$ cat config.mk
export PLATFORM = sky130hd
export DESIGN_NAME = smu_ctrl_top
export DESIGN_NICKNAME = d
export VERILOG_FILES = /design/src/smu_pkg.sv /design/src/ctrl_reg_file.sv /design/src/smu_ctrl_top.sv /design/src/spi_frame_rx.sv /design/src/spi_periph_route.sv
export SDC_FILE = /design/constraint.sdc
export NUM_CORES = 1
export LEC_CHECK = 0
export BUFFER_PORTS_ARGS = -buffer_cell sky130_fd_sc_hd__buf_2
export CAP_MARGIN = 20
export CORE_ASPECT_RATIO = 0.7
export CORE_MARGIN = 5
export CORE_UTILIZATION = 30
export DETAILED_ROUTE_END_ITERATION = 10
export GPL_ROUTABILITY_DRIVEN = 0
export SLEW_MARGIN = 20
export SYNTH_ARGS = -nofsm -noshare
export SYNTH_HDL_FRONTEND = slang
export SYNTH_SLANG_ARGS = --single-unit
$ cat constraint.sdc
create_clock -name clk -period 1.9 [get_ports clk]
set_input_delay 0.38 -clock clk [delete_from_list [all_inputs] [get_ports clk]]
set_output_delay 0.38 -clock clk [all_outputs]
set_load 0.01 [all_outputs]
$ cat src/smu_pkg.sv
//////////////////////////////
// smu control bank definitions
// widths, register map, safe defaults and the set/clear/toggle rule
//////////////////////////////
`default_nettype none

package smu_pkg;

  //////////////////////////////
  // widths
  localparam int nib_w      = 4;
  localparam int frame_bits = 16;
  localparam int byte_w     = 8;
  localparam int n_periph   = 4;
  // bit counter also has to see frames longer than 16
  localparam int cnt_w      = $clog2(frame_bits + 1);

  //////////////////////////////
  // register map
  localparam logic [byte_w-1:0] addr_led              = 8'd7;
  localparam logic [byte_w-1:0] addr_mux              = 8'd8;
  localparam logic [byte_w-1:0] addr_dac              = 8'd9;
  localparam logic [byte_w-1:0] addr_rails            = 8'd10;
  localparam logic [byte_w-1:0] addr_soft_reset       = 8'd11;
  localparam logic [byte_w-1:0] addr_dac_ref_mux      = 8'd12;
  localparam logic [byte_w-1:0] addr_adc              = 8'd14;
  localparam logic [byte_w-1:0] addr_clamp1           = 8'd15;
  localparam logic [byte_w-1:0] addr_clamp2           = 8'd16;
  localparam logic [byte_w-1:0] addr_relay_com        = 8'd17;
  localparam logic [byte_w-1:0] addr_irange_x_sw      = 8'd18;
  // read only, rail monitor inputs
  localparam logic [byte_w-1:0] addr_mon_rails        = 8'd19;
  localparam logic [byte_w-1:0] addr_rails_oe         = 8'd24;
  localparam logic [byte_w-1:0] addr_ina_vfb_sw       = 8'd25;
  localparam logic [byte_w-1:0] addr_ina_ifb_sw       = 8'd28;
  localparam logic [byte_w-1:0] addr_ina_vfb_atten_sw = 8'd29;
  localparam logic [byte_w-1:0] addr_isense_mux       = 8'd30;
  localparam logic [byte_w-1:0] addr_relay_out        = 8'd31;
  localparam logic [byte_w-1:0] addr_relay_vsense     = 8'd32;
  localparam logic [byte_w-1:0] addr_irange_yz_sw     = 8'd33;

  // shifted out while the address byte comes in
  localparam logic [byte_w-1:0] rd_idle_byte = 8'hFF;

  //////////////////////////////
  // types
  typedef logic [nib_w-1:0] nib_t;

  // one field per writable register, led first
  typedef struct packed {
    nib_t led;
    nib_t mux;
    nib_t dac;
    nib_t rails;
    nib_t dac_ref_mux;
    nib_t adc;
    nib_t clamp1;
    nib_t clamp2;
    nib_t relay_com;
    nib_t irange_x_sw;
    nib_t rails_oe;
    nib_t ina_vfb_sw;
    nib_t ina_ifb_sw;
    nib_t ina_vfb_atten_sw;
    nib_t isense_mux;
    nib_t relay_out;
    nib_t relay_vsense;
    nib_t irange_yz_sw;
  } ctrl_regs_t;

  // address byte goes first on the wire
  typedef struct packed {
    logic [byte_w-1:0] addr;
    logic [byte_w-1:0] value;
  } spi_frame_t;

  // safe state, active low switches held off
  localparam ctrl_regs_t ctrl_regs_default = '{
    led:              4'b0000,
    mux:              4'b0000,
    dac:              4'b0000,
    rails:            4'b0000,
    dac_ref_mux:      4'b1111,
    adc:              4'b0000,
    clamp1:           4'b1111,
    clamp2:           4'b1111,
    relay_com:        4'b0000,
    irange_x_sw:      4'b0000,
    // rails output enable is active low, keep rails off
    rails_oe:         4'b0001,
    ina_vfb_sw:       4'b0000,
    ina_ifb_sw:       4'b1111,
    ina_vfb_atten_sw: 4'b1111,
    isense_mux:       4'b1111,
    relay_out:        4'b0000,
    relay_vsense:     4'b0000,
    irange_yz_sw:     4'b0000
  };

  // low nibble sets, high nibble clears, bits in both toggle
  function automatic nib_t reg_update(input nib_t cur, input logic [byte_w-1:0] value);
    nib_t set_b;
    nib_t clr_b;
    nib_t tog_b;
    set_b = value[nib_w-1:0];
    clr_b = value[byte_w-1:nib_w];
    tog_b = set_b & clr_b;
    // set first, then clear, then flip the overlap
    return ((cur | (set_b & ~tog_b)) & ~(clr_b & ~tog_b)) ^ tog_b;
  endfunction

endpackage

`default_nettype wire

$ cat src/ctrl_reg_file.sv
//////////////////////////////
// control register file
// applies set/clear/toggle writes and soft reset, serves readback
//////////////////////////////
`default_nettype none

module ctrl_reg_file
  import smu_pkg::*;
(
  input  logic              clk,
  input  logic              rst_n,
  input  spi_frame_t        frame,
  input  logic              frame_valid,
  input  logic [byte_w-1:0] rd_addr,
  input  nib_t              mon_rails,
  output logic [byte_w-1:0] rd_data,
  output ctrl_regs_t        regs
);

  ctrl_regs_t regs_q;

  //////////////////////////////
  // write decode

  always_ff @(posedge clk)
  begin
    if (!rst_n)
      regs_q <= ctrl_regs_default;
    else if (frame_valid)
    begin
      case (frame.addr)
        addr_led:
          regs_q.led <= reg_update(regs_q.led, frame.value);
        // peripheral select, see spi_periph_route
        addr_mux:
          regs_q.mux <= reg_update(regs_q.mux, frame.value);
        addr_dac:
          regs_q.dac <= reg_update(regs_q.dac, frame.value);
        addr_rails:
          regs_q.rails <= reg_update(regs_q.rails, frame.value);
        // value byte is ignored here
        addr_soft_reset:
          regs_q <= ctrl_regs_default;
        addr_dac_ref_mux:
          regs_q.dac_ref_mux <= reg_update(regs_q.dac_ref_mux, frame.value);
        addr_adc:
          regs_q.adc <= reg_update(regs_q.adc, frame.value);
        // clamp switches are active low
        addr_clamp1:
          regs_q.clamp1 <= reg_update(regs_q.clamp1, frame.value);
        addr_clamp2:
          regs_q.clamp2 <= reg_update(regs_q.clamp2, frame.value);
        addr_relay_com:
          regs_q.relay_com <= reg_update(regs_q.relay_com, frame.value);
        addr_irange_x_sw:
          regs_q.irange_x_sw <= reg_update(regs_q.irange_x_sw, frame.value);
        addr_rails_oe:
          regs_q.rails_oe <= reg_update(regs_q.rails_oe, frame.value);
        // instrumentation amp feedback switches
        addr_ina_vfb_sw:
          regs_q.ina_vfb_sw <= reg_update(regs_q.ina_vfb_sw, frame.value);
        addr_ina_ifb_sw:
          regs_q.ina_ifb_sw <= reg_update(regs_q.ina_ifb_sw, frame.value);
        addr_ina_vfb_atten_sw:
          regs_q.ina_vfb_atten_sw <= reg_update(regs_q.ina_vfb_atten_sw, frame.value);
        addr_isense_mux:
          regs_q.isense_mux <= reg_update(regs_q.isense_mux, frame.value);
        // output and sense relays
        addr_relay_out:
          regs_q.relay_out <= reg_update(regs_q.relay_out, frame.value);
        addr_relay_vsense:
          regs_q.relay_vsense <= reg_update(regs_q.relay_vsense, frame.value);
        addr_irange_yz_sw:
          regs_q.irange_yz_sw <= reg_update(regs_q.irange_yz_sw, frame.value);
        // mon_rails and unmapped addresses drop the write
        default:
          regs_q <= regs_q;
      endcase
    end
  end

  assign regs = regs_q;

  //////////////////////////////
  // readback

  // zero extend the nibble, unmapped reads give zero
  always_comb
  begin
    rd_data = '0;
    case (rd_addr)
      addr_led:
        rd_data = {{(byte_w - nib_w){1'b0}}, regs_q.led};
      addr_mon_rails:
        rd_data = {{(byte_w - nib_w){1'b0}}, mon_rails};
      default:
        rd_data = '0;
    endcase
  end

endmodule

`default_nettype wire

$ cat src/smu_ctrl_top.sv
//////////////////////////////
// smu control fpga top
// spi register bank plus peripheral spi routing
//////////////////////////////
`default_nettype none

module smu_ctrl_top
  import smu_pkg::*;
(
  input  logic                clk,
  input  logic                rst_n,
  // host spi
  input  logic                sclk,
  input  logic                cs_n,
  input  logic                cs2_n,
  input  logic                mosi,
  output logic                miso,
  // board side
  input  nib_t                mon_rails,
  output ctrl_regs_t          regs,
  output logic [n_periph-1:0] periph_cs_n,
  input  logic [n_periph-1:0] periph_miso
);

  spi_frame_t        frame;
  logic              frame_valid;
  logic [byte_w-1:0] rd_addr;
  logic [byte_w-1:0] rd_data;
  logic              bank_miso;

  // frame receiver on cs_n
  spi_frame_rx rx_i (
    .clk         (clk),
    .rst_n       (rst_n),
    .sclk        (sclk),
    .cs_n        (cs_n),
    .mosi        (mosi),
    .rd_data     (rd_data),
    .frame       (frame),
    .frame_valid (frame_valid),
    .rd_addr     (rd_addr),
    .bank_miso   (bank_miso)
  );

  ctrl_reg_file regs_i (
    .clk         (clk),
    .rst_n       (rst_n),
    .frame       (frame),
    .frame_valid (frame_valid),
    .rd_addr     (rd_addr),
    .mon_rails   (mon_rails),
    .rd_data     (rd_data),
    .regs        (regs)
  );

  // cs2_n steers the bus to the peripherals
  spi_periph_route route_i (
    .cs2_n       (cs2_n),
    .mux_sel     (regs.mux),
    .bank_miso   (bank_miso),
    .periph_miso (periph_miso),
    .periph_cs_n (periph_cs_n),
    .miso        (miso)
  );

endmodule

`default_nettype wire

$ cat src/spi_frame_rx.sv
//////////////////////////////
// spi frame receiver
// samples the spi pins in the clk domain, assembles 16-bit frames
// and shifts readback data out on miso
//////////////////////////////
`default_nettype none

module spi_frame_rx
  import smu_pkg::*;
(
  input  logic              clk,
  input  logic              rst_n,
  input  logic              sclk,
  input  logic              cs_n,
  input  logic              mosi,
  input  logic [byte_w-1:0] rd_data,
  output spi_frame_t        frame,
  output logic              frame_valid,
  output logic [byte_w-1:0] rd_addr,
  output logic              bank_miso
);

  // sync chains, bit 2 is the previous synced value
  logic [2:0]            sclk_q;
  logic [2:0]            cs_n_q;
  logic [1:0]            mosi_q;

  logic                  sclk_rise;
  logic                  sclk_fall;
  logic                  cs_rise;
  logic                  cs_fall;
  logic                  cs_act;
  logic                  load_rd;

  logic [cnt_w-1:0]      bit_cnt;
  logic [frame_bits-1:0] shift_q;
  // bits still to go out after the current miso bit
  logic [byte_w-1:0]     tx_q;

  //////////////////////////////
  // pin synchronizers

  always_ff @(posedge clk)
  begin
    if (!rst_n)
    begin
      sclk_q <= '0;
      // bank idles deselected
      cs_n_q <= '1;
    end
    else
    begin
      sclk_q <= {sclk_q[1:0], sclk};
      cs_n_q <= {cs_n_q[1:0], cs_n};
    end
  end

  // same depth as sclk so data lines up with the rise
  always_ff @(posedge clk)
  begin
    mosi_q <= {mosi_q[0], mosi};
  end

  assign sclk_rise = sclk_q[1] & ~sclk_q[2];
  assign sclk_fall = ~sclk_q[1] & sclk_q[2];
  assign cs_rise   = cs_n_q[1] & ~cs_n_q[2];
  assign cs_fall   = ~cs_n_q[1] & cs_n_q[2];
  assign cs_act    = ~cs_n_q[1];

  // first fall after the address byte picks up the readback
  assign load_rd = cs_act && sclk_fall && (bit_cnt == cnt_w'(byte_w));

  //////////////////////////////
  // receive side

  // count saturates so long frames stay invalid
  always_ff @(posedge clk)
  begin
    if (!rst_n)
      bit_cnt <= '0;
    else if (cs_fall)
      bit_cnt <= '0;
    else if (cs_act && sclk_rise && (bit_cnt != '1))
      bit_cnt <= bit_cnt + 1'b1;
  end

  // msb first, new bit into the lsb
  always_ff @(posedge clk)
  begin
    if (cs_act && sclk_rise)
      shift_q <= {shift_q[frame_bits-2:0], mosi_q[1]};
  end

  // only exact 16-bit frames get written
  always_ff @(posedge clk)
  begin
    if (!rst_n)
      frame_valid <= 1'b0;
    else
      frame_valid <= cs_rise && (bit_cnt == cnt_w'(frame_bits));
  end

  assign frame = shift_q;
  // low byte holds the address once 8 bits are in
  assign rd_addr = shift_q[byte_w-1:0];

  //////////////////////////////
  // readback side

  // mode 0, launched on fall and sampled by the host on the next rise
  always_ff @(posedge clk)
  begin
    if (!rst_n)
      bank_miso <= 1'b1;
    else if (cs_fall)
      bank_miso <= rd_idle_byte[byte_w-1];
    else if (cs_rise)
      bank_miso <= 1'b1;
    else if (load_rd)
      bank_miso <= rd_data[byte_w-1];
    else if (cs_act && sclk_fall)
      bank_miso <= tx_q[byte_w-1];
  end

  always_ff @(posedge clk)
  begin
    if (cs_fall)
      tx_q <= {rd_idle_byte[byte_w-2:0], 1'b0};
    else if (load_rd)
      tx_q <= {rd_data[byte_w-2:0], 1'b0};
    else if (cs_act && sclk_fall)
      tx_q <= {tx_q[byte_w-2:0], 1'b0};
  end

endmodule

`default_nettype wire

$ cat src/spi_periph_route.sv
//////////////////////////////
// peripheral spi router
// chip selects and miso source from cs2_n and the mux register
//////////////////////////////
`default_nettype none

module spi_periph_route
  import smu_pkg::*;
(
  input  logic                cs2_n,
  input  nib_t                mux_sel,
  input  logic                bank_miso,
  input  logic [n_periph-1:0] periph_miso,
  output logic [n_periph-1:0] periph_cs_n,
  output logic                miso
);

  // bit 0 adc03, 1 dac, 2 config flash, 3 adc02
  logic [n_periph-1:0] sel;

  assign sel = mux_sel[n_periph-1:0];

  always_comb
  begin
    if (cs2_n)
    begin
      // nothing selected, bank answers on miso
      periph_cs_n = '1;
      miso        = bank_miso;
    end
    else
    begin
      // selects are active low
      periph_cs_n = ~sel;
      // unselected parts may float, mask them out
      miso        = |(sel & periph_miso);
    end
  end

endmodule

`default_nettype wire

==> results of run 1 <==
-- area by class of cell --
cell class | count | area, µm² | area share
multi-input cells | 400 | 2610 | 0.401
well taps | 231 | 289 | 0.0444
flip-flops and latches | 110 | 2360 | 0.363
inverters | 15 | 56.3 | 0.00866
repair buffers | 150 | 902 | 0.139
clock buffers | 13 | 240 | 0.0369
clock inverters | 3 | 45.0 | 0.00693
-- worst max-delay path, delay by kind of cell (launching register included) --
kind            cells  cell delay, ns
buf+inv             3            0.46
mux                 1            0.07
flops               1            0.38
simple gates        2            0.59
compound gates      1            0.22
-- through the flow --
stage / utilization / instances / setup WS, ns
after floorplan: - / 566 / 0.0245
after global placement: 0.361 / 901 / 0.0330
after detailed placement: 0.361 / 901 / 0.0274
after CTS: 0.377 / 917 / 0.0112
after global routing: 0.383 / 922 / -0.0202
final: 0.383 / 922 / 0.0606
-- logic make-up after synthesis --
group	Yosys count	share of synthesized area
muxes	3	0.00611
and+or+nand+nor	199	0.230
adders and majority gates	3	0.00733
xor gates and xnor gates	4	0.00684
buffers and inverters	56	0.0437
DFF	110	0.461
AOI/OAI and AO/OA	191	0.245
-- Yosys cell counts, drive strengths merged (4+ instances only) --
library cell / count
a21oi: 22
nor4b: 5
clkbuf: 30
nor4: 4
nand4b: 13
o31a: 7
and3: 9
nand3b: 9
nor3: 10
a22oi: 8
o22ai: 5
o211ai: 16
and2: 10
o221a: 4
o21ai: 69
inv: 15
nor2: 42
nand3: 8
a21boi: 4
dfxtp: 94
nand4: 12
a31oi: 11
buf: 11
a311oi: 4
a211o: 5
nand2b: 16
nand2: 33
o31ai: 4
edfxtp: 16
o311ai: 11
nor3b: 6
nor2b: 12
a211oi: 9
-- state kept, by name, indices dropped and copies added (netlist names) --
name	count
rx_i.mosi_q	2
rx_i.bit_cnt	5
rx_i.frame_valid	1
rx_i.tx_q	7
rx_i.sclk_q	3
rx_i.frame	16
rx_i.bank_miso	1
rx_i.cs_n_q	3
regs_i.regs	72
-- per-layer routing --
| layer | track usage | share of wire |
|---|---|---|
| met1 | 0.247 | 0.52 |
| met3 | 0.0388 | 0.073 |
| met4 | 0.0407 | 0.014 |
| met5 | 0 | 0 |
| met2 | 0.208 | 0.39 |
-- final timing paths --
path                            cells after the start                      endpoint  slack [ns]
worst max-delay path                                7  regs_i.regs[11]$_SDFFE_PN0P_        0.06
worst min-delay path                                1        rx_i.mosi_q[0]$_DFF_P_        0.13
worst max register to register                      7  regs_i.regs[11]$_SDFFE_PN0P_        0.06
worst min register to register                      0        rx_i.mosi_q[1]$_DFF_P_        0.33
-- what timing repair did --
action,CTS,global route
buffers inserted,0,4
resized for setup,0,17
setup endpoints to repair,0,39
-- power breakdown --
part           internal [W]  total (W)  switching [W]
logic             0.0000522   0.000126      0.0000736
clock network       0.00103    0.00189       0.000863
registers           0.00237    0.00237     0.00000829
total               0.00345    0.00439       0.000945
==> results.yml, run 1 <==
synth:
  synthArstFlopShare: 0
  ys_seq_area_frac: 0.461
  netlist_top_cells_area: "dfxtp_1 37%, edfxtp_1 9.4%, o21ai_0 6.7%"
  synth-seq-cells: 110
  synth-main-ff-cell: "dfxtp_1"
  syn_area_mm2: 0.00512
  synth_top_area_cell: "dfxtp_1"
  synth_area_per_cell_um2: 9.05
  syn-instance-count: 566
  synth-edff-count: 16
  yosysUniqueCellTypes: 60
  yosysTopAreaCellShare: 0.367
  yosys_warnings: 0
  syn-num-nets: 583
detailed_routing:
  drc: 0
  first_iter_violations: 373
  via_per_inst: 5.36
  vias: 4944
  wl_um: 16200
  firstDrtPassIters: 6
  wl_per_cell_um: 17.6
  final_antenna_net_count: 0
global_route:
  track_usage: 0.157
  grt_max_degree: 31
  grt_pass1_vias: 4352
  grt_pass1_wl_um: 25000
  antenna_found_initial: 0
  grt_overflow: 0
die:
  fp.coreArea_mm2: 0.0170
  dieArea_mm2: 0.0198
  die_x_um: 166
  num_rows: 40
  die-height_um: 119
  start_util: 0.302
  io_pins: 91
setup_path:
  regToRegStartpoint: "rx_i.frame[14]$_DFFE_PP_"
  critPathMaxFanout: 5
  endpoint_kind: "flip-flop"
  arrival_ns: 2.08
  cp-startpoint: "rx_i.frame[14]$_DFFE_PP_"
  slowest_stage: "edfxtp_1"
  cp_cell_sequence: "buf_4 > nor4_4 > buf_4 > buf_6 > mux2i_1 > or2_4 > o221a_2"
  max_stage_delay_ns: 0.38
  crit_required_ns: 2.14
  crit_top_cell: "buf_4"
  cp-start-kind: "flip-flop"
  path_class: "flip-flop to flip-flop"
timing:
  finalSetupViolations: 0
  clock_skew_ns: 0.00797
  clock.fmax_mhz: 544
  relSlewSlack: 0.630
  tightest_slew_ns: 0.554
  final.min_clock_period_ns: 1.84
  finalHoldViolCount: 0
  fin_tns_setup_ns: 0
  whs_ns: 0.135
  min_period_over_period: 0.968
  slew_violations: 0
place:
  hpwl_um: 11200
  postPlaceCellArea_mm2: 0.00612
  port_buffers: 90
finish:
  fin_area_mm2: 0.00650
  n_fill_cell: 1708
  drive_gt1_frac: 0.268
  final_cell_mix: "94 x dfxtp_1, 91 x buf_2, 67 x o21ai_0, 58 x buf_4, 41 x nor2_1"
  area_growth_syn_to_layout_pct: 27.0
  nets: 703
  antenna_cells: 0
  final_common_cell: "dfxtp_1"
clock_network:
  clk_pin_slew_ns: 0.07
  cts_inserted_buffers: 9
  clock-root-buffer: "clkbuf_16"
  cts_buffer_depth: 2
  hold_buffers: 0
  insertion_delay_ns: 0.35
  h-tree-depth: 3
  cts_tree: "yes"
  numClockSinks: 110
worst_hold_path:
  min_from: "mosi"
  hold_class: "primary input to flip-flop"
job:
  drv_cap: 0
status:
  outcome: "completed"
power:
  pwr_density_cell_mw_per_mm2: 675
  p_leak_nw: 2.49
  ir_drop_mv: 0.378
  p_total_w: 0.00439
Power figures use the tool's default switching activity.
==> run 2, diff against run 1 <==
- CELL_PAD_IN_SITES_DETAIL_PLACEMENT: unset -> 1
- CELL_PAD_IN_SITES_GLOBAL_PLACEMENT: unset -> 2
- PLACE_DENSITY_LB_ADDON: unset -> 0.1
==> run 2 against run 1 <==
The flow now finishes with violations (negative setup slack). Non-clock buffer count rose by 8. Worst hold slack got worse by 0.0086 ns. Routed wire length rose by 12%. Power rose by 2.6%. Register-to-register slack got worse by 0.07 ns. Critical endpoint is now regs_i.regs[34]$_SDFFE_PN0P_.
==> results.yml, run 2 (synthesized netlist as in run 1, its figures left out) <==
setup_path:
  cp-start-kind: "flip-flop"
  endpoint_kind: "flip-flop"
  crit_required_ns: 2.15
  arrival_ns: 2.16
  path_class: "flip-flop to flip-flop"
  critPathMaxFanout: 7
timing:
  slew_violations: 0
  relSlewSlack: 0.667
  fin_ws_ns: -0.00894
  min_period_over_period: 1.00
  clock_skew_ns: 0.00689
  rsz0062_at_grt: "yes"
  tightest_slew_ns: 0.492
  finalSetupViolations: 4
  clock.fmax_mhz: 524
  finalHoldViolCount: 0
  fin_tns_setup_ns: -0.0256
  final.min_clock_period_ns: 1.91
global_route:
  grt_max_degree: 44
  track_usage: 0.181
  grt_pass1_vias: 5055
  antenna_found_initial: 0
  grt_overflow: 0
  grt_pass1_wl_um: 28600
detailed_routing:
  drc: 0
  via_per_inst: 5.40
  wl_um: 18300
  wl_per_cell_um: 19.6
  firstDrtPassIters: 4
  final_antenna_net_count: 0
  first_iter_violations: 227
  vias: 5023
finish:
  area_growth_syn_to_layout_pct: 29.5
  largest_reg_flops: 72
  nets: 711
  antenna_cells: 0
  multiInputGateArea_mm2: 0.00263
  seqCellArea_mm2: 0.00237
  final_core_util: 0.391
  final_common_cell: "dfxtp_1"
  n_fill_cell: 1986
  drive_gt1_frac: 0.288
  final_cell_mix: "93 x dfxtp_1, 90 x buf_2, 67 x o21ai_0, 66 x buf_4, 40 x nor2_1"
power:
  clkPwrFrac: 0.445
  combPwrFrac: 0.028
  ir_drop_mv: 0.422
  internal_power_w: 0.00352
  power_switching_w: 0.000984
  pwr_density_cell_mw_per_mm2: 679
  pwr-share-seq: 0.527
  p_leak_nw: 2.55
  switching_share: 0.219
  p_total_w: 0.00450
worst_hold_path:
  hold_class: "primary input to flip-flop"
die:
  dieArea_mm2: 0.0198
  die_x_um: 166
  start_util: 0.302
  io_pins: 91
  die-height_um: 119
  num_rows: 40
  fp.coreArea_mm2: 0.0170
clock_network:
  numClockSinks: 110
  h-tree-depth: 3
  cts_buffer_depth: 2
  cts_inserted_buffers: 9
  hold_buffers: 0
  clk_pin_slew_ns: 0.07
  cts_tree: "yes"
  clock-root-buffer: "clkbuf_16"
  insertion_delay_ns: 0.36
status:
  outcome: "finished, violations left"
  violations: "negative setup slack"
place:
  port_buffers: 90
  hpwl_um: 12800
  dp_slack_ns: -0.0605
job:
  drv_cap: 0
## run 2: power groups by stage
stage	Combinational [W]	Sequential [W]	Clock, W
after floorplan	0.0000689	0.00243	0
after global placement	0.000120	0.00243	0
after detailed placement	0.000123	0.00243	0
after CTS	0.000124	0.00238	0.00207
after global routing	0.000137	0.00238	0.00215
final	0.000127	0.00238	0.00200
## run 2: timing repair
item,CTS,global route
pin swaps,2,3
setup endpoints to repair,28,50
buffers inserted,3,8
gates resized for setup,5,18
## run 2: layer usage
| metal | track usage | part of all wire | vias up |
|---|---|---|---|
| met2 | 0.279 | 0.44 | 96 |
| li1 | - | - | 2392 |
| met5 | 0 | 0 | - |
| met3 | 0.0382 | 0.038 | 19 |
| met4 | 0.0459 | 0.013 | 0 |
| met1 | 0.258 | 0.51 | 2516 |
## run 2: final cells by class
class	instances	share of cell area
clock buffers	11	0.0383
clock inverters	5	0.00849
inverters	15	0.00849
multi-input cells	400	0.397
flip-flops and latches	110	0.357
well taps	231	0.0436
repair buffers	158	0.147
## run 2: critical path, cell delays in order (launching register included)
cell and delay [ns]:
edfxtp_1 0.42, buf_4 0.19, nor4_4 0.32, nand2_1 0.22
o211a_1 0.34, a211o_1 0.31
## run 2: path summary, 6_finish.rpt
path / slack, ns / end / startpoint / depth (start not counted)
hold reg to reg: 0.35 / rx_i.mosi_q[1]$_DFF_P_ / rx_i.mosi_q[0]$_DFF_P_ / 0
hold / removal: 0.13 / rx_i.mosi_q[0]$_DFF_P_ / mosi / 1
setup reg to reg: -0.009 / regs_i.regs[34]$_SDFFE_PN0P_ / rx_i.frame[13]$_DFFE_PP_ / 5
setup / recovery: -0.009 / regs_i.regs[34]$_SDFFE_PN0P_ / rx_i.frame[13]$_DFFE_PP_ / 5
## run 2: through the flow
stage	hold WS, ns	area (µm²)	std cells
floorplan	0.310	5130	566
global placement	0.345	6130	903
detailed placement	0.335	6130	903
CTS	0.108	6480	922
global route	0.112	6630	930
finish	0.126	6630	930
